### src/hdl/audio_link_config.svh
// counts, widths and limits for the audio sample link
// and the volume control, shared by packages and RTL
`ifndef AUDIO_LINK_CONFIG_SVH
`define AUDIO_LINK_CONFIG_SVH

// pcm sample and xor key width
`define AUDIO_BITS 8

// volume register width, value after reset, upper limit
`define VOLUME_BITS 5
`define VOLUME_RESET 8
`define VOLUME_MAX 31

// stable cycles before a button change is passed on
// kept small by default, real buttons need far more
`define DEBOUNCE_CYCLES 16

// clocks per bit on the wire and strobe pulse length
`define BIT_CYCLES 16
`define STROBE_CYCLES 8

// low history and high history that make a strobe count
`define SETTLE_CYCLES 5

// ones needed out of 2*MAJORITY-1 samples to decide a 1
`define MAJORITY 3

// data changes without a strobe that mark the end of a word
`define END_TOGGLES 7

`endif

### src/hdl/audio_pkg.sv
// audio-side types: pcm sample, xor key, volume level
`include "audio_link_config.svh"

package audio_pkg;

  // one pcm sample as it enters or leaves the link
  typedef logic [`AUDIO_BITS-1:0] sample_t;

  // key applied on both sides of the wire
  // same width as the sample, bit for bit
  typedef logic [`AUDIO_BITS-1:0] key_t;

  // volume level stepped by the buttons
  typedef logic [`VOLUME_BITS-1:0] volume_t;

endpackage

### src/hdl/link_pkg.sv
// wire-link types: transmitter and receiver states,
// bit position within a word and the timing counters
`include "audio_link_config.svh"

package link_pkg;

  // transmitter sequence: data bits, then end pattern
  typedef enum logic [1:0] {
    TX_IDLE,
    TX_DATA,
    TX_END
  } tx_state_t;

  // receiver waits for a strobe, then samples one bit
  typedef enum logic {
    RX_IDLE,
    RX_SAMPLING
  } rx_state_t;

  // position within an 8-bit word
  typedef logic [$clog2(`AUDIO_BITS)-1:0] bit_index_t;

  // clock count within one bit on the wire
  typedef logic [$clog2(`BIT_CYCLES)-1:0] bit_timer_t;

  // samples taken and ones seen within a sampling window
  typedef logic [$clog2(2 * `MAJORITY)-1:0] sample_count_t;

endpackage

### src/hdl/switch_debouncer.sv
// switch debouncer
// a change on the noisy input reaches clean only after
// the input has held the new level long enough
`include "audio_link_config.svh"

module switch_debouncer (
  input  logic clock,
  input  logic reset,
  input  logic noisy,
  output logic clean
);

  // counter must be able to hold the full stable count
  localparam int COUNT_BITS = $clog2(`DEBOUNCE_CYCLES + 1);

  // level waiting to prove itself stable
  logic                  candidate;
  logic [COUNT_BITS-1:0] stable_count;

  always_ff @(posedge clock) begin
    if (reset) begin
      // start out already settled on whatever the pin shows
      candidate    <= noisy;
      clean        <= noisy;
      stable_count <= '0;
    end else if (noisy != candidate) begin
      // input moved, restart the wait on the new level
      candidate    <= noisy;
      stable_count <= '0;
    end else if (stable_count == COUNT_BITS'(`DEBOUNCE_CYCLES)) begin
      // held long enough, pass it along
      clean <= candidate;
    end else begin
      stable_count <= stable_count + 1'b1;
    end
  end

endmodule

### src/hdl/volume_control.sv
// volume control
// two debounced buttons, rising edge detect, and a
// saturating up/down volume register
`include "audio_link_config.svh"

module volume_control (
  input  logic               clock,
  input  logic               reset,
  input  logic               button_up,
  input  logic               button_down,
  output audio_pkg::volume_t volume
);

  logic up_clean;
  logic down_clean;
  logic up_prev;
  logic down_prev;
  logic up_edge;
  logic down_edge;

  switch_debouncer i_debounce_up (
    .clock (clock),
    .reset (reset),
    .noisy (button_up),
    .clean (up_clean)
  );

  switch_debouncer i_debounce_down (
    .clock (clock),
    .reset (reset),
    .noisy (button_down),
    .clean (down_clean)
  );

  // only a fresh press counts, holding does not repeat
  assign up_edge   = up_clean & ~up_prev;
  assign down_edge = down_clean & ~down_prev;

  always_ff @(posedge clock) begin
    if (reset) begin
      // match the debouncer reset so a held button gives no edge
      up_prev   <= button_up;
      down_prev <= button_down;
      volume    <= audio_pkg::volume_t'(`VOLUME_RESET);
    end else begin
      up_prev   <= up_clean;
      down_prev <= down_clean;
      // down has priority when both edges land together
      if (down_edge) begin
        if (volume != '0)
          volume <= volume - 1'b1;
      end else if (up_edge && volume != audio_pkg::volume_t'(`VOLUME_MAX)) begin
        volume <= volume + 1'b1;
      end
    end
  end

endmodule

### src/hdl/link_transmitter.sv
// serial link transmitter
// latches sample xor key, sends 8 data bits lsb first with a
// strobe per bit, then an alternating end pattern without strobe
`include "audio_link_config.svh"

module link_transmitter (
  input  logic               clock,
  input  logic               reset,
  input  logic               sample_ready,
  input  audio_pkg::sample_t sample_in,
  input  audio_pkg::key_t    key,
  output logic               line_data,
  output logic               line_strobe
);

  localparam int STROBE_BITS = $clog2(`STROBE_CYCLES + 1);

  // 0,1,0,1... when shifted out lsb first
  localparam audio_pkg::sample_t END_PATTERN = {(`AUDIO_BITS / 2){2'b10}};

  localparam link_pkg::bit_timer_t LAST_CYCLE = link_pkg::bit_timer_t'(`BIT_CYCLES - 1);
  localparam link_pkg::bit_index_t LAST_BIT = '1;

  link_pkg::tx_state_t    state;
  link_pkg::bit_timer_t   bit_timer;
  link_pkg::bit_index_t   bit_index;
  audio_pkg::sample_t     shift;
  logic [STROBE_BITS-1:0] strobe_left;
  logic                   bit_done;

  assign bit_done = (bit_timer == LAST_CYCLE);

  //////////////////////////////////////////////////
  // bit sequencing
  //////////////////////////////////////////////////

  always_ff @(posedge clock) begin
    if (reset) begin
      state     <= link_pkg::TX_IDLE;
      bit_timer <= '0;
      bit_index <= '0;
      // idle line sits low until the first word
      shift     <= '0;
    end else if (sample_ready) begin
      // new sample wins, any word in flight is dropped
      state     <= link_pkg::TX_DATA;
      bit_timer <= '0;
      bit_index <= '0;
      shift     <= sample_in ^ key;
    end else begin
      case (state)
        link_pkg::TX_DATA: begin
          bit_timer <= bit_done ? '0 : bit_timer + 1'b1;
          if (bit_done) begin
            bit_index <= bit_index + 1'b1;
            if (bit_index == LAST_BIT) begin
              state <= link_pkg::TX_END;
              shift <= END_PATTERN;
            end else begin
              shift <= shift >> 1;
            end
          end
        end
        link_pkg::TX_END: begin
          bit_timer <= bit_done ? '0 : bit_timer + 1'b1;
          if (bit_done) begin
            bit_index <= bit_index + 1'b1;
            // last end bit stays on the line while idle
            if (bit_index == LAST_BIT)
              state <= link_pkg::TX_IDLE;
            else
              shift <= shift >> 1;
          end
        end
        default: begin
          bit_timer <= '0;
          bit_index <= '0;
        end
      endcase
    end
  end

  //////////////////////////////////////////////////
  // strobe shaping
  //////////////////////////////////////////////////

  // load at the first clock of each data bit, so the strobe rises
  // one clock into the bit; never loaded in the end state
  always_ff @(posedge clock) begin
    if (reset) begin
      strobe_left <= '0;
    end else if (sample_ready) begin
      // cut a running strobe short on restart
      strobe_left <= '0;
    end else if (state == link_pkg::TX_DATA && bit_timer == '0) begin
      strobe_left <= STROBE_BITS'(`STROBE_CYCLES);
    end else if (strobe_left != '0) begin
      strobe_left <= strobe_left - 1'b1;
    end
  end

  assign line_strobe = (strobe_left != '0);
  assign line_data   = shift[0];

endmodule

### src/hdl/link_receiver.sv
// serial link receiver
// strobe qualification, majority sampling of each bit,
// end pattern detection and key removal on the finished word
`include "audio_link_config.svh"

module link_receiver (
  input  logic               clock,
  input  logic               reset,
  input  logic               rx_data,
  input  logic               rx_strobe,
  input  audio_pkg::key_t    key,
  output audio_pkg::sample_t sample_out,
  output logic               sample_valid
);

  localparam int SAMPLES     = 2 * `MAJORITY - 1;
  localparam int SETTLE      = `SETTLE_CYCLES;
  localparam int HIST_BITS   = 2 * SETTLE;
  localparam int TOGGLE_BITS = $clog2(`END_TOGGLES + 1);

  link_pkg::rx_state_t     state;
  logic [HIST_BITS-1:0]    strobe_hist;
  logic                    strobe_ok;
  link_pkg::sample_count_t sample_count;
  link_pkg::sample_count_t ones_count;
  link_pkg::bit_index_t    bit_index;
  audio_pkg::sample_t      word;
  audio_pkg::sample_t      word_next;
  logic                    bit_value;
  logic                    bit_done;
  logic                    data_prev;
  logic [TOGGLE_BITS-1:0]  toggle_count;
  logic                    end_seen;

  //////////////////////////////////////////////////
  // strobe qualification and end detection
  //////////////////////////////////////////////////

  // newest SETTLE samples high, the SETTLE before them low
  // a short glitch never fills the high half
  assign strobe_ok = (&strobe_hist[SETTLE-1:0]) & ~(|strobe_hist[HIST_BITS-1:SETTLE]);
  assign end_seen  = (toggle_count == TOGGLE_BITS'(`END_TOGGLES));

  always_ff @(posedge clock) begin
    if (reset) begin
      strobe_hist <= '0;
      data_prev   <= 1'b0;
    end else begin
      strobe_hist <= {strobe_hist[HIST_BITS-2:0], rx_strobe};
      data_prev   <= rx_data;
    end
  end

  // data toggles with no counted strobe in between
  // saturates, cleared by the next real strobe
  always_ff @(posedge clock) begin
    if (reset)
      toggle_count <= '0;
    else if (strobe_ok)
      toggle_count <= '0;
    else if (rx_data != data_prev && !end_seen)
      toggle_count <= toggle_count + 1'b1;
  end

  //////////////////////////////////////////////////
  // majority sampling and word assembly
  //////////////////////////////////////////////////

  assign bit_value = (ones_count >= link_pkg::sample_count_t'(`MAJORITY));
  assign bit_done  = (state == link_pkg::RX_SAMPLING) && !strobe_ok &&
                     (sample_count == link_pkg::sample_count_t'(SAMPLES));

  // word with the decided bit dropped into place
  always_comb begin
    word_next = word;
    word_next[bit_index] = bit_value;
  end

  always_ff @(posedge clock) begin
    if (bit_done)
      word <= word_next;
  end

  always_ff @(posedge clock) begin
    if (reset) begin
      state        <= link_pkg::RX_IDLE;
      sample_count <= '0;
      ones_count   <= '0;
      bit_index    <= '0;
      sample_out   <= '0;
      sample_valid <= 1'b0;
    end else begin
      sample_valid <= 1'b0;
      if (strobe_ok) begin
        // fresh window for this bit
        state        <= link_pkg::RX_SAMPLING;
        sample_count <= '0;
        ones_count   <= '0;
      end else if (bit_done) begin
        state     <= link_pkg::RX_IDLE;
        bit_index <= bit_index + 1'b1;
        // eighth bit in, hand out the word without the key
        if (bit_index == '1) begin
          sample_out   <= word_next ^ key;
          sample_valid <= 1'b1;
        end
      end else if (state == link_pkg::RX_SAMPLING) begin
        sample_count <= sample_count + 1'b1;
        ones_count   <= ones_count + rx_data;
      end
      // end pattern seen, realign to the start of the next word
      if (end_seen)
        bit_index <= '0;
    end
  end

endmodule

### src/hdl/audio_link_top.sv
// audio link top level
// volume control plus transmitter and receiver as peers,
// the wire loop is closed outside this block
module audio_link_top (
  input  logic               clock,
  input  logic               reset,
  // sample side
  input  audio_pkg::sample_t sample_in,
  input  logic               sample_ready,
  input  audio_pkg::key_t    key,
  // buttons
  input  logic               button_up,
  input  logic               button_down,
  // wire side, receive
  input  logic               rx_data,
  input  logic               rx_strobe,
  // wire side, transmit
  output logic               line_data,
  output logic               line_strobe,
  // recovered samples
  output audio_pkg::sample_t sample_out,
  output logic               sample_valid,
  output audio_pkg::volume_t volume
);

  //////////////////////////////////////////////////
  // volume
  //////////////////////////////////////////////////

  volume_control i_volume_control (
    .clock       (clock),
    .reset       (reset),
    .button_up   (button_up),
    .button_down (button_down),
    .volume      (volume)
  );

  //////////////////////////////////////////////////
  // serial link, both directions share one key
  //////////////////////////////////////////////////

  link_transmitter i_link_transmitter (
    .clock        (clock),
    .reset        (reset),
    .sample_ready (sample_ready),
    .sample_in    (sample_in),
    .key          (key),
    .line_data    (line_data),
    .line_strobe  (line_strobe)
  );

  link_receiver i_link_receiver (
    .clock        (clock),
    .reset        (reset),
    .rx_data      (rx_data),
    .rx_strobe    (rx_strobe),
    .key          (key),
    .sample_out   (sample_out),
    .sample_valid (sample_valid)
  );

endmodule

### config.mk
export PLATFORM = sky130hd
export DESIGN_NAME = audio_link_top
export DESIGN_NICKNAME = d
export VERILOG_FILES = /design/src/hdl/audio_pkg.sv /design/src/hdl/link_pkg.sv /design/src/hdl/switch_debouncer.sv /design/src/hdl/volume_control.sv /design/src/hdl/link_transmitter.sv /design/src/hdl/link_receiver.sv /design/src/hdl/audio_link_top.sv
export VERILOG_INCLUDE_DIRS = /design/src /design/src/hdl
export SDC_FILE = /design/constraint.sdc
export NUM_CORES = 1
export LEC_CHECK = 0
export ABC_AREA = 1
export ABC_CLOCK_PERIOD_IN_PS = 3130
export BUFFER_PORTS_ARGS = -buffer_cell sky130_fd_sc_hd__buf_2
export CORE_ASPECT_RATIO = 1.2
export CORE_MARGIN = 3
export CORE_UTILIZATION = 60
export DETAILED_ROUTE_END_ITERATION = 6
export MAX_ROUTING_LAYER = met4
export PLACE_DENSITY = 0.82
export SLEW_MARGIN = 10
export SYNTH_ARGS = -nofsm -noshare
export SYNTH_HDL_FRONTEND = slang
export SYNTH_HIERARCHICAL = 1
export SYNTH_SLANG_ARGS = --single-unit
### constraint.sdc
create_clock -name clock -period 3.13 [get_ports clock]
set_input_delay 0.4695 -clock clock [delete_from_list [all_inputs] [get_ports clock]]
set_output_delay 0.4695 -clock clock [all_outputs]
set_load 0.005 [all_outputs]
# Yosys cells after proc, flatten, opt, wreduce, memory -nomap -nowiden
# Index checks and enable logic that the tools add are counted.
dict set report classes {
  n_addsub 11
  order_cmp 3
  eq_ne 25
  muxes 35
  n_bitwise 11
  reduce_logical 41
}
# op n
set op_table {}
lappend op_table {{$mux 8} 5}
lappend op_table {{$mux 1} 17}
lappend op_table {{$pmux 8 s2} 1}
lappend op_table {{$reduce_bool 2->1} 8}
lappend op_table {{$xor 8x8->8} 2}
lappend op_table {{$add 5x1->5 const B} 3}
lappend op_table {{$mux 5} 3}
lappend op_table {{$reduce_and 5->1} 3}
lappend op_table {{$add 3x1->3 const B} 4}
lappend op_table {{$eq 3x3->1 const B} 4}
lappend op_table {{$ne 3x2->1 const B} 4}
lappend op_table {{$reduce_or 2->1} 6}
lappend op_table {{$eq 5x5->1 const B} 2}
lappend op_table {{$reduce_and 2->1} 5}
lappend op_table {{$reduce_or 3->1} 3}
lappend op_table {{$bwmux 8} 1}
lappend op_table {{$mux 2} 4}
lappend op_table {{$mux 4} 2}
lappend op_table {{$ne 2x1->1 const B} 4}
lappend op_table {{$logic_and 1x1->1} 6}
lappend op_table {{$ne 2x2->1 const B} 3}
lappend op_table {{$not 1->1} 6}
lappend op_table {{$ne 5x5->1 const B} 1}
lappend op_table {{$reduce_bool 5->1} 1}
lappend op_table {{23 further kinds} 28}
dict set report word_totals {
  regBits 83
  inputBits 23
  out_inout_bits 16
  wordCells 152
}

# Longest topological paths before layout
# Gate-level depths: netlist of run 1.
dict set report depth {
  word_depth 8
  depth_mapped 14
  depth_no_buf 14
}

# Cells and area by module
# Netlist of run 1, hierarchy kept.
# mod instances cells_per_inst area_per_inst_um2 seq_area_each_um2
set modules_own_cells {}
lappend modules_own_cells {link_receiver 1 245 1906.8 900.9}
lappend modules_own_cells {link_transmitter 1 191 1262.5 420.4}
lappend modules_own_cells {switch_debouncer 2 45 350.3 160.2}
lappend modules_own_cells {volume_control 1 74 474.2 140.1}

# Worst setup path before layout of run 1
# OpenSTA, ideal clock, no wires.
dict set report synth_timing {
  kind {register to register}
  from {register i_volume_control.i_debounce_down.clean}
  to {register i_volume_control.volume[4]}
  setup_time_ps 114
  t_arrival_ps 1317
  required_time_ps 3016
  slack_ps 1699
  stages_incl_launch_ff 11
  path_buffers 0
  period_less_slack_ps 1431
  path_cell_list {edfxtp_1 nand2_2 inv_2 ha_1 inv_1 o21ai_1 inv_1 nand3_1 nand2_1 nand2_1 a21oi_2}
}
dict set report synth_between {
  elab_chain_cells 3
  elab_cells_between_ends 5
  cone_classes {eq/ne: 1; mux: 1; bitwise: 1; reduce/logical: 2}
}
# element line_no
set synth_rtl {}
lappend synth_rtl {{from (decl)} switch_debouncer.sv:10} ;# output logic clean
lappend synth_rtl {{from (signal assigned)} switch_debouncer.sv:24} ;# clean <= noisy;
lappend synth_rtl {{from (signal assigned)} switch_debouncer.sv:32} ;# clean <= candidate;
lappend synth_rtl {{$and 1x1->1 *} volume_control.sv:37} ;# assign down_edge = down_clean & ~down_prev;
lappend synth_rtl {{$ne 2x2->1 (no line) / $reduce_bool 2->1 (equally long branches)} -}
lappend synth_rtl {{$reduce_and 2->1 (no line)} -}
lappend synth_rtl {{to (signal assigned)} volume_control.sv:44} ;# volume <= audio_pkg::volume_t'(`VOLUME_RESET);
lappend synth_rtl {{to (signal assigned)} volume_control.sv:51} ;# volume <= volume - 1'b1;
lappend synth_rtl {{to (signal assigned)} volume_control.sv:53} ;# volume <= volume + 1'b1;
lappend synth_rtl {{to (decl)} volume_control.sv:11} ;# output audio_pkg::volume_t volume
# Every way passes the cells marked *; elsewhere a longest branch is shown, timed or not.
# A chain may end at the register's enable or synchronous reset.

# Worst setup path in the final report of run 1
dict set report layout_timing {
  from {register i_link_transmitter.strobe_left[0]}
  to {output line_strobe}
}
dict set report layout_between {
  elab_chain_cells 1
}
# element line_no
set layout_rtl {}
lappend layout_rtl {{from (decl)} link_transmitter.sv:28} ;# logic [STROBE_BITS-1:0] strobe_left;
lappend layout_rtl {{from (signal assigned)} link_transmitter.sv:96} ;# strobe_left <= STROBE_BITS'(`STROBE_CYCLES);
lappend layout_rtl {{from (signal assigned)} link_transmitter.sv:98} ;# strobe_left <= strobe_left - 1'b1;
lappend layout_rtl {{$reduce_bool 4->1} link_transmitter.sv:102} ;# assign line_strobe = (strobe_left != '0);
lappend layout_rtl {{to (decl)} audio_link_top.sv:19} ;# output logic line_strobe,
# No other way between the ends.

==> results by group, run 1 <==
Routing
  – DR iter-0 viols: 241
  – Number of detailed-routing iterations run before antenna repair: 5
  – Post-DR vias/cell: 5.165
  – Total number of vias: 3786
  – DR DRC count: 0
  – WL/cell: 11.64 um
  – Final ANT Viol Nets: 0
  – Total wire length: 8535 um

Setup path
  – Master of the slowest instance on the critical path: dfxtp_1
  – Cell-by-cell listing of the critical path: inv_1 -> ha_1 -> nand2_1 -> buf_2
  – Start-to-end type of the worst setup path: register to output port
  – Gate family responsible for the most delay along the worst path: flip-flops
  – Slowest cell delay on critical path: 0.33 ns
  – Crit path required time: 2.66 ns
  – Worst-path fanout max: 5
  – Kind of end point of the critical path: output port
  – CP Launch Type: register
  – Critical path buffer and inverter count: 2
  – Data arrival time of the critical path: 1.28 ns

Clock tree
  – Clk sink count: 83
  – CTS tree: done
  – Insertion delay of the later-clocked pin in the worst-skew pair: 0.35 ns
  – Buffer levels on the longest clock path: 2
  – H-tree lvl count: 3
  – Setup fix buffers added after clock tree synthesis: 0
  – Clock buffers created by TritonCTS: 9
  – Root buffer selected by CTS: clkbuf_8
  – Register clock-pin slew on the reported worst setup and hold paths: 0.08 ns
  – Resized Gates After CTS: 0
  – Post-CTS Hold Fix Bufs: 0

Place
  – Dpl cells: 717
  – Total cell area at the placement stage: 4582 sq um
  – Count of port buffers added during placement: 38
  – Routability Congestion: 0.8614
  – HPWL Detailed: 6295 um

Logic synthesis
  – Dominant register cell in the synthesized netlist: dfxtp_1
  – Mapped Nets: 645
  – Biggest area consumer among synthesized cells: dfxtp_1
  – Syn avg cell area: 7.240 sq um
  – Number of flops mapped to enable cells by yosys: 12
  – Synthesis Warnings: 6
  – Cell area after synthesis: 4344 sq um
  – Flop and latch count out of synthesis: 83
  – Synth area leaders: dfxtp_1, nand2_1, edfxtp_1
  – Cell count after synthesis: 600
  – Fraction of the yosys area taken by sequential cells: 41.01%
  – Distinct cell type count of the synthesized netlist: 37
  – Share of async-settable or async-resettable flops after synthesis: 0%
  – Share of the synthesized area in the top cell type: 32.72%

Floorplan
  – Width of the die: 83.68 um
  – Area of the core: 6937 sq um
  – Boundary pin count: 39
  – # rows: 33
  – Initial core utilization: 62.63%
  – Die height: 99.21 um
  – Area of the die: 8301 sq um

STA
  – Pin slew with the least headroom to its limit: 0.4957 ns
  – Max-slew violation total from the final report: 0
  – Unrepaired setup endpoints after global routing: no
  – Total negative slack for setup checks: 0 ns
  – Final min period: 1.751 ns
  – Fraction of the cycle the final worst path needs: 55.95%
  – Hold Vio Cnt, Final: 0
  – Clock tree skew after final layout: 0.007369 ns
  – Final setup violation count: 0
  – Maximum clock frequency: 0.5710 GHz
  – Slew headroom: 66.95%
  – Worst hold margin: 0.3370 ns

Final layout
  – Nets@finish: 686
  – Final cell count without fillers: 733
  – Synth-to-layout area growth: 9.677%
  – Cell area after layout: 4765 sq um
  – Ant diodes: 0
  – Fraction of layout cells with a size suffix above 1: 14.55%

Global routing
  – Antenna violations before repair: 0
  – Overall routing resource usage: 22.15%
  – Vias in the first global route: 3602
  – Wire length of the first global-routing pass: 14890 um
  – GRT overflow: 0
  – Maximum number of pins on one net before global-route repair: 29

Job
  – Max-cap violation count: 0

Run status
  – Status: finished clean

Hold path
  – Worst hold path class: input pin to register

Power and ir drop
  – Total leakage power: 2.328 nW
  – VDD IR max: 297.1 uV
  – Power per Cell Area: 444.8 nW/um^2
-- cell usage in the layout (no fill, tap or decap) --
cell,n
nand4_1,13
nor3_1,1
or2_2,3
inv_2,10
clkinv_1,1
nand3_4,2
nand2_1,150
o21ai_2,1
and3_4,1
nand2_4,3
nand3_1,45
edfxtp_1,12
nor2_2,5
nand2_2,7
xor2_1,5
clkinv_2,4
o21ai_1,11
o21a_1,2
nor2_1,74
a21oi_2,1
o211ai_1,2
nand3b_1,10
clkinv_4,1
nand3_2,4
buf_2,38
a21oi_1,31
inv_4,1
ha_1,22
clkbuf_8,12
o21ai_0,14
a211oi_1,1
inv_1,83
nor3_2,1
xnor2_1,2
clkbuf_1,2
dfxtp_1,71
-- per-layer routing --
metal  vias up  track usage [%]  wire (um)
met4         0            7.921         62
li1       1978                -          -
met5         -                -          0
met1      1733            24.57       3712
met2        71            39.56       4454
met3         4            4.308        306
-- worst paths after layout --
| path | start | to | slack (ns) | cells after the start |
|---|---|---|---|---|
| setup reg to reg | i_link_receiver/bit_index[0]$_SDFFE_PP0P_ | i_link_receiver/sample_out[4]$_SDFFE_PP0P_ | 1.48 | 5 |
| hold / removal | rx_strobe | i_link_receiver/strobe_hist[0]$_SDFF_PP0_ | 0.34 | 3 |
| setup / recovery | i_link_transmitter/strobe_left[0]$_SDFFE_PP0P_ | line_strobe | 1.38 | 4 |
| hold reg to reg | i_link_receiver/strobe_hist[2]$_SDFF_PP0_ | i_link_receiver/strobe_hist[3]$_SDFF_PP0_ | 0.43 | 2 |
-- registers in the layout, indices dropped and copies added, names as in the netlist --
register,flops
i_volume_control/i_debounce_down/candidate,1
i_link_transmitter/state,2
i_volume_control/i_debounce_up/stable_count,5
i_link_transmitter/bit_index,3
i_link_receiver/strobe_hist,10
i_link_receiver/sample_out,8
i_link_receiver/sample_count,3
i_volume_control/i_debounce_down/stable_count,5
i_link_receiver/bit_index,3
i_link_receiver/sample_valid,1
i_volume_control/up_prev,1
i_link_transmitter/shift,8
i_link_receiver/toggle_count,3
i_volume_control/down_prev,1
i_link_receiver/word,8
i_link_receiver/data_prev,1
i_link_transmitter/bit_timer,4
i_link_receiver/state,1
i_volume_control/i_debounce_up/clean,1
i_volume_control/i_debounce_down/clean,1
i_volume_control/volume,5
i_link_transmitter/strobe_left,4
i_link_receiver/ones_count,3
i_volume_control/i_debounce_up/candidate,1
-- cell usage after synthesis, types with 7 or more instances --
| cell type | instances |
|---|---|
| nand2_1 | 150 |
| inv_1 | 83 |
| nor2_1 | 74 |
| dfxtp_1 | 71 |
| nand3_1 | 45 |
| a21oi_1 | 31 |
| ha_1 | 22 |
| o21ai_0 | 14 |
| nand4_1 | 13 |
| edfxtp_1 | 12 |
| o21ai_1 | 11 |
| inv_2 | 10 |
| nand3b_1 | 10 |
| nand2_2 | 7 |
-- where the power goes --
part / internal, W / total (W) / switching, W
logic: 0.000100 / 0.000257 / 0.000157
registers: 0.00112 / 0.00115 / 0.0000325
clock network: 0.000352 / 0.000713 / 0.000361
total: 0.00157 / 0.00212 / 0.000550
-- kinds of logic (layout without fill, tap and decap cells) --
kind of cell / after synthesis / after routing / share of synthesized area [%]
buffers and inverters: 106 / 152 / 10.11
xor gates and xnor gates: 7 / 7 / 1.411
AOI/OAI and AO/OA: 63 / 63 / 7.719
DFF: 83 / 83 / 41.01
and+or+nand+nor: 319 / 319 / 33.41
adders and majority gates: 22 / 22 / 6.336
-- worst reg2reg max path, stage by stage (launching register included) --
cell and delay (ns):
dfxtp_1 0.61, ha_1 0.24, ha_1 0.20, nand3_4 0.19
a21oi_1 0.26, nor2_1 0.06
-- cell type report --
| cell class | count | area [sq um] |
|---|---|---|
| clock inverters | 2 | 10.01 |
| well taps | 87 | 108.9 |
| flip-flops and latches | 83 | 1782 |
| clock buffers | 14 | 172.7 |
| fillers | 599 | 2172 |
| inverters | 98 | 377.9 |
| multi-input cells | 411 | 2123 |
| repair buffers | 38 | 190.2 |
-- per-stage QoR --
step | worst slack, ns | utilization [%] | total power (W)
detailed placement | 1.259 | 66.05 | 0.001429
floorplan | 1.699 | - | 0.001350
global placement | 1.330 | 66.05 | 0.001414
CTS | 1.365 | 68.69 | 0.002142
finish | 1.379 | 68.69 | 0.002119
global route | 1.272 | 68.69 | 0.002222
(Power assumes the default switching activity.)
==> inputs of run 2 (changes only) <==
--- a/config.mk
+++ b/config.mk
@@ -6,15 +6,15 @@
 export SDC_FILE = /design/constraint.sdc
 export NUM_CORES = 1
 export LEC_CHECK = 0
-export ABC_AREA = 1
-export ABC_CLOCK_PERIOD_IN_PS = 3130
+export ABC_AREA = 0
+export ABC_CLOCK_PERIOD_IN_PS = 1560
 export BUFFER_PORTS_ARGS = -buffer_cell sky130_fd_sc_hd__buf_2
 export CORE_ASPECT_RATIO = 1.2
 export CORE_MARGIN = 3
-export CORE_UTILIZATION = 60
+export CORE_UTILIZATION = 53
 export DETAILED_ROUTE_END_ITERATION = 6
 export MAX_ROUTING_LAYER = met4
-export PLACE_DENSITY = 0.82
+export PLACE_DENSITY = 0.77
 export SLEW_MARGIN = 10
 export SYNTH_ARGS = -nofsm -noshare
 export SYNTH_HDL_FRONTEND = slang
==> constraint.sdc (replaced) <==
create_clock -name clock -period 1.56 [get_ports clock]
set_input_delay 0.234 -clock clock [delete_from_list [all_inputs] [get_ports clock]]
set_output_delay 0.234 -clock clock [all_outputs]
set_load 0.005 [all_outputs]
==> results by group, run 2 <==
Run status
  – Status: finished, violations left
  – Violated checks: negative setup slack

Setup path
  – Crit path required time: 1.79 ns
  – Kind of end point of the critical path: register
  – Data arrival time of the critical path: 1.90 ns
  – CP Launch Type: register
  – Worst-path fanout max: 3
  – Start-to-end type of the worst setup path: register to register
  – Cell-by-cell listing of the critical path: nand2b_1 -> inv_2 -> ha_4 -> a31oi_1 -> nor2_1 -> o21ai_2 -> mux2_4
  – Master of the slowest instance on the critical path: edfxtp_1
  – Slowest cell delay on critical path: 0.40 ns
  – Flop2flop setup slack: -0.11 ns

STA
  – Total negative slack for setup checks: -0.2814 ns
  – Fraction of the cycle the final worst path needs: 106.9%
  – Slew headroom: 72.73%
  – Final Worst Setup Slack: -0.1077 ns
  – Hold Vio Cnt, Final: 0
  – Final setup violation count: 7
  – Maximum clock frequency: 0.5996 GHz
  – Clock tree skew after final layout: 0.01690 ns
  – Final min period: 1.668 ns
  – Max-slew violation total from the final report: 0
  – Pin slew with the least headroom to its limit: 0.4091 ns
  – Unrepaired setup endpoints after global routing: yes

Final layout
  – Nets@finish: 504
  – Leading cell type in the layout, fill and taps excluded: dfxtp_1
  – Ant diodes: 0
  – Max reg flops: 10
  – Register with the most flip-flops: i_link_receiver/strobe_hist
  – Most used cells in the layout excluding fill and tap cells: dfxtp_1, nor2_1, buf_2, xnor2_1, buf_4
  – Synth-to-layout area growth: 19.54%
  – Fraction of layout cells with a size suffix above 1: 31.68%

Routing
  – WL/cell: 13.88 um
  – Total wire length: 7692 um
  – Number of detailed-routing iterations run before antenna repair: 4
  – DR DRC count: 0
  – Final ANT Viol Nets: 0
  – DR iter-0 viols: 133
  – Post-DR vias/cell: 5.359
  – Total number of vias: 2969

Power and ir drop
  – VDD IR max: 573.3 uV
  – Power per Cell Area: 889.1 nW/um^2
  – Total leakage power: 1.920 nW

Clock tree
  – Clock buffers created by TritonCTS: 9
  – Insertion delay of the later-clocked pin in the worst-skew pair: 0.35 ns
  – Clk sink count: 83
  – Register clock-pin slew on the reported worst setup and hold paths: 0.09 ns
  – Root buffer selected by CTS: clkbuf_8
  – CTS tree: done
  – Buffer levels on the longest clock path: 2
  – Post-CTS Hold Fix Bufs: 0
  – H-tree lvl count: 3

Floorplan
  – Area of the core: 7274 sq um
  – Die height: 101.1 um
  – Boundary pin count: 39
  – Area of the die: 8620 sq um
  – Initial core utilization: 54.92%
  – # rows: 34
  – Width of the die: 85.26 um

Place
  – Post-placement worst setup slack: -0.1126 ns
  – Routability Congestion: 0.8969
  – Count of port buffers added during placement: 38
  – HPWL Detailed: 5417 um

Logic synthesis
  – Dominant register cell in the synthesized netlist: dfxtp_1
  – Number of flops mapped to enable cells by yosys: 12
  – Post-Synth XOR/XNOR Area: 8.331%
  – Share of the synthesized area in the top cell type: 35.58%
  – Biggest area consumer among synthesized cells: dfxtp_1
  – Synthesis Warnings: 6
  – Share of synthesized cell area in full adder, half adder and majority cells: 6.890%
  – Mapped Nets: 442
  – Top post-synthesis cells by count: dfxtp_1, nor2_1, inv_1, xnor2_1, ha_1
  – Share of async-settable or async-resettable flops after synthesis: 0%
  – Cell area after synthesis: 3995 sq um
  – Compound-gate portion of the synthesized area: 11.90%
  – Fraction of the yosys area taken by sequential cells: 44.60%
  – Distinct cell type count of the synthesized netlist: 55
  – Most repeated cell in the gate-level netlist after synthesis: dfxtp_1
  – Cell count after synthesis: 397
  – Synth area leaders: dfxtp_1, edfxtp_1, ha_1
  – Mux share of post-synthesis cell area: 5.293%
  – Flop and latch count out of synthesis: 83
  – Combinational family with the most area after synthesis: simple AND/OR/NAND/NOR gates
  – Syn avg cell area: 10.06 sq um
  – Simple logic cell fraction of the synthesized area: 18.51%

Global routing
  – GRT overflow: 0
  – Antenna violations before repair: 0
  – Wire length of the first global-routing pass: 13120 um
  – Maximum number of pins on one net before global-route repair: 17
  – Overall routing resource usage: 19.36%
  – Vias in the first global route: 3050

Hold path
  – Worst hold path class: input pin to register

Job
  – Max-cap violation count: 0
-- run 2: cell types whose count changed in the layout (fill, tap and decap cells not counted), sizes merged, moves of 10 or more --
cell,before,now
nor3,2,17
buf,38,65
nor2,79,43
xnor2,2,23
nand4,13,0
mux2i,0,14
a21oi,32,21
inv,94,24
o21ai,26,7
xor2,5,15
nor2b,0,15
nand3,51,12
nand2,160,18
-- run 2: layer usage --
layer	global-route usage [%]	vias up	wire length [um]
met5	-	-	0
met4	9.622	0	152
met3	3.352	16	256
met2	31.76	53	3871
met1	22.88	1402	3411
li1	-	1498	-
-- run 2: logic make-up (layout without fill, tap and decap cells) --
family | count (synthesis) | after routing
AOI/OAI and AO/OA | 63 | 64
DFF | 83 | 83
buffers and inverters | 39 | 105
muxes | 20 | 20
and+or+nand+nor | 132 | 132
adders and majority gates | 22 | 22
xor gates and xnor gates | 38 | 38
-- run 2: worst paths after layout --
| check | from | end | cells past startpoint |
|---|---|---|---|
| setup reg to reg | i_volume_control/i_debounce_down/clean$_DFFE_PP_ | i_volume_control/volume[4]$_SDFFE_PP0P_ | 7 |
| setup / recovery | i_volume_control/i_debounce_down/clean$_DFFE_PP_ | i_volume_control/volume[4]$_SDFFE_PP0P_ | 7 |
| hold / removal | button_up | i_volume_control/i_debounce_up/candidate$_DFFE_PP_ | 1 |
| hold reg to reg | i_link_receiver/strobe_hist[6]$_SDFF_PP0_ | i_link_receiver/strobe_hist[7]$_SDFF_PP0_ | 1 |
-- run 2: critical path: cells and delay by family, from the launching register on --
kind	cells	cell delay (ns)
adders and majority gates	1	0.22
muxes	1	0.31
and+or+nand+nor	2	0.24
DFF	1	0.40
AOI/OAI and AO/OA	2	0.31
buffers and inverters	1	0.08
-- run 2: layout make-up --
cell class              count  area (sq um)
clock buffers              11         131.4
multi-input cells         276          2183
fillers                   568          2499
flip-flops and latches     83          1794
well taps                  90         112.6
inverters                  24         90.09
repair buffers             65         424.2
clock inverters             5         40.04
-- run 2: power by group --
part	leakage, nW	total (W)	switching, W	internal [W]
logic	1.15	0.000563	0.000278	0.000285
clock network	0.0757	0.00136	0.000778	0.000585
registers	0.694	0.00232	0.0000765	0.00224
-- run 2: repair_timing --
item | CTS | global route
pin swaps | 10 | 9
resized for setup | 13 | 29
gates cloned | 1 | 1
setup endpoints to repair | 10 | 22
buffers inserted | 3 | 4
-- run 2: stage by stage --
stage                     instance area, sq um  utilization [%]  total power (W)  std cells  hold WS, ns
after global placement                    4395            60.42         0.002877        530       0.4471
after floorplan                           4023                -         0.002726        397       0.3056
final                                     4776            65.65         0.004246        554       0.1138
after detailed placement                  4395            60.42         0.002906        530       0.4588
after global routing                      4776            65.65         0.004438        554      0.09871
after CTS                                 4673            64.24         0.004253        550      0.09978
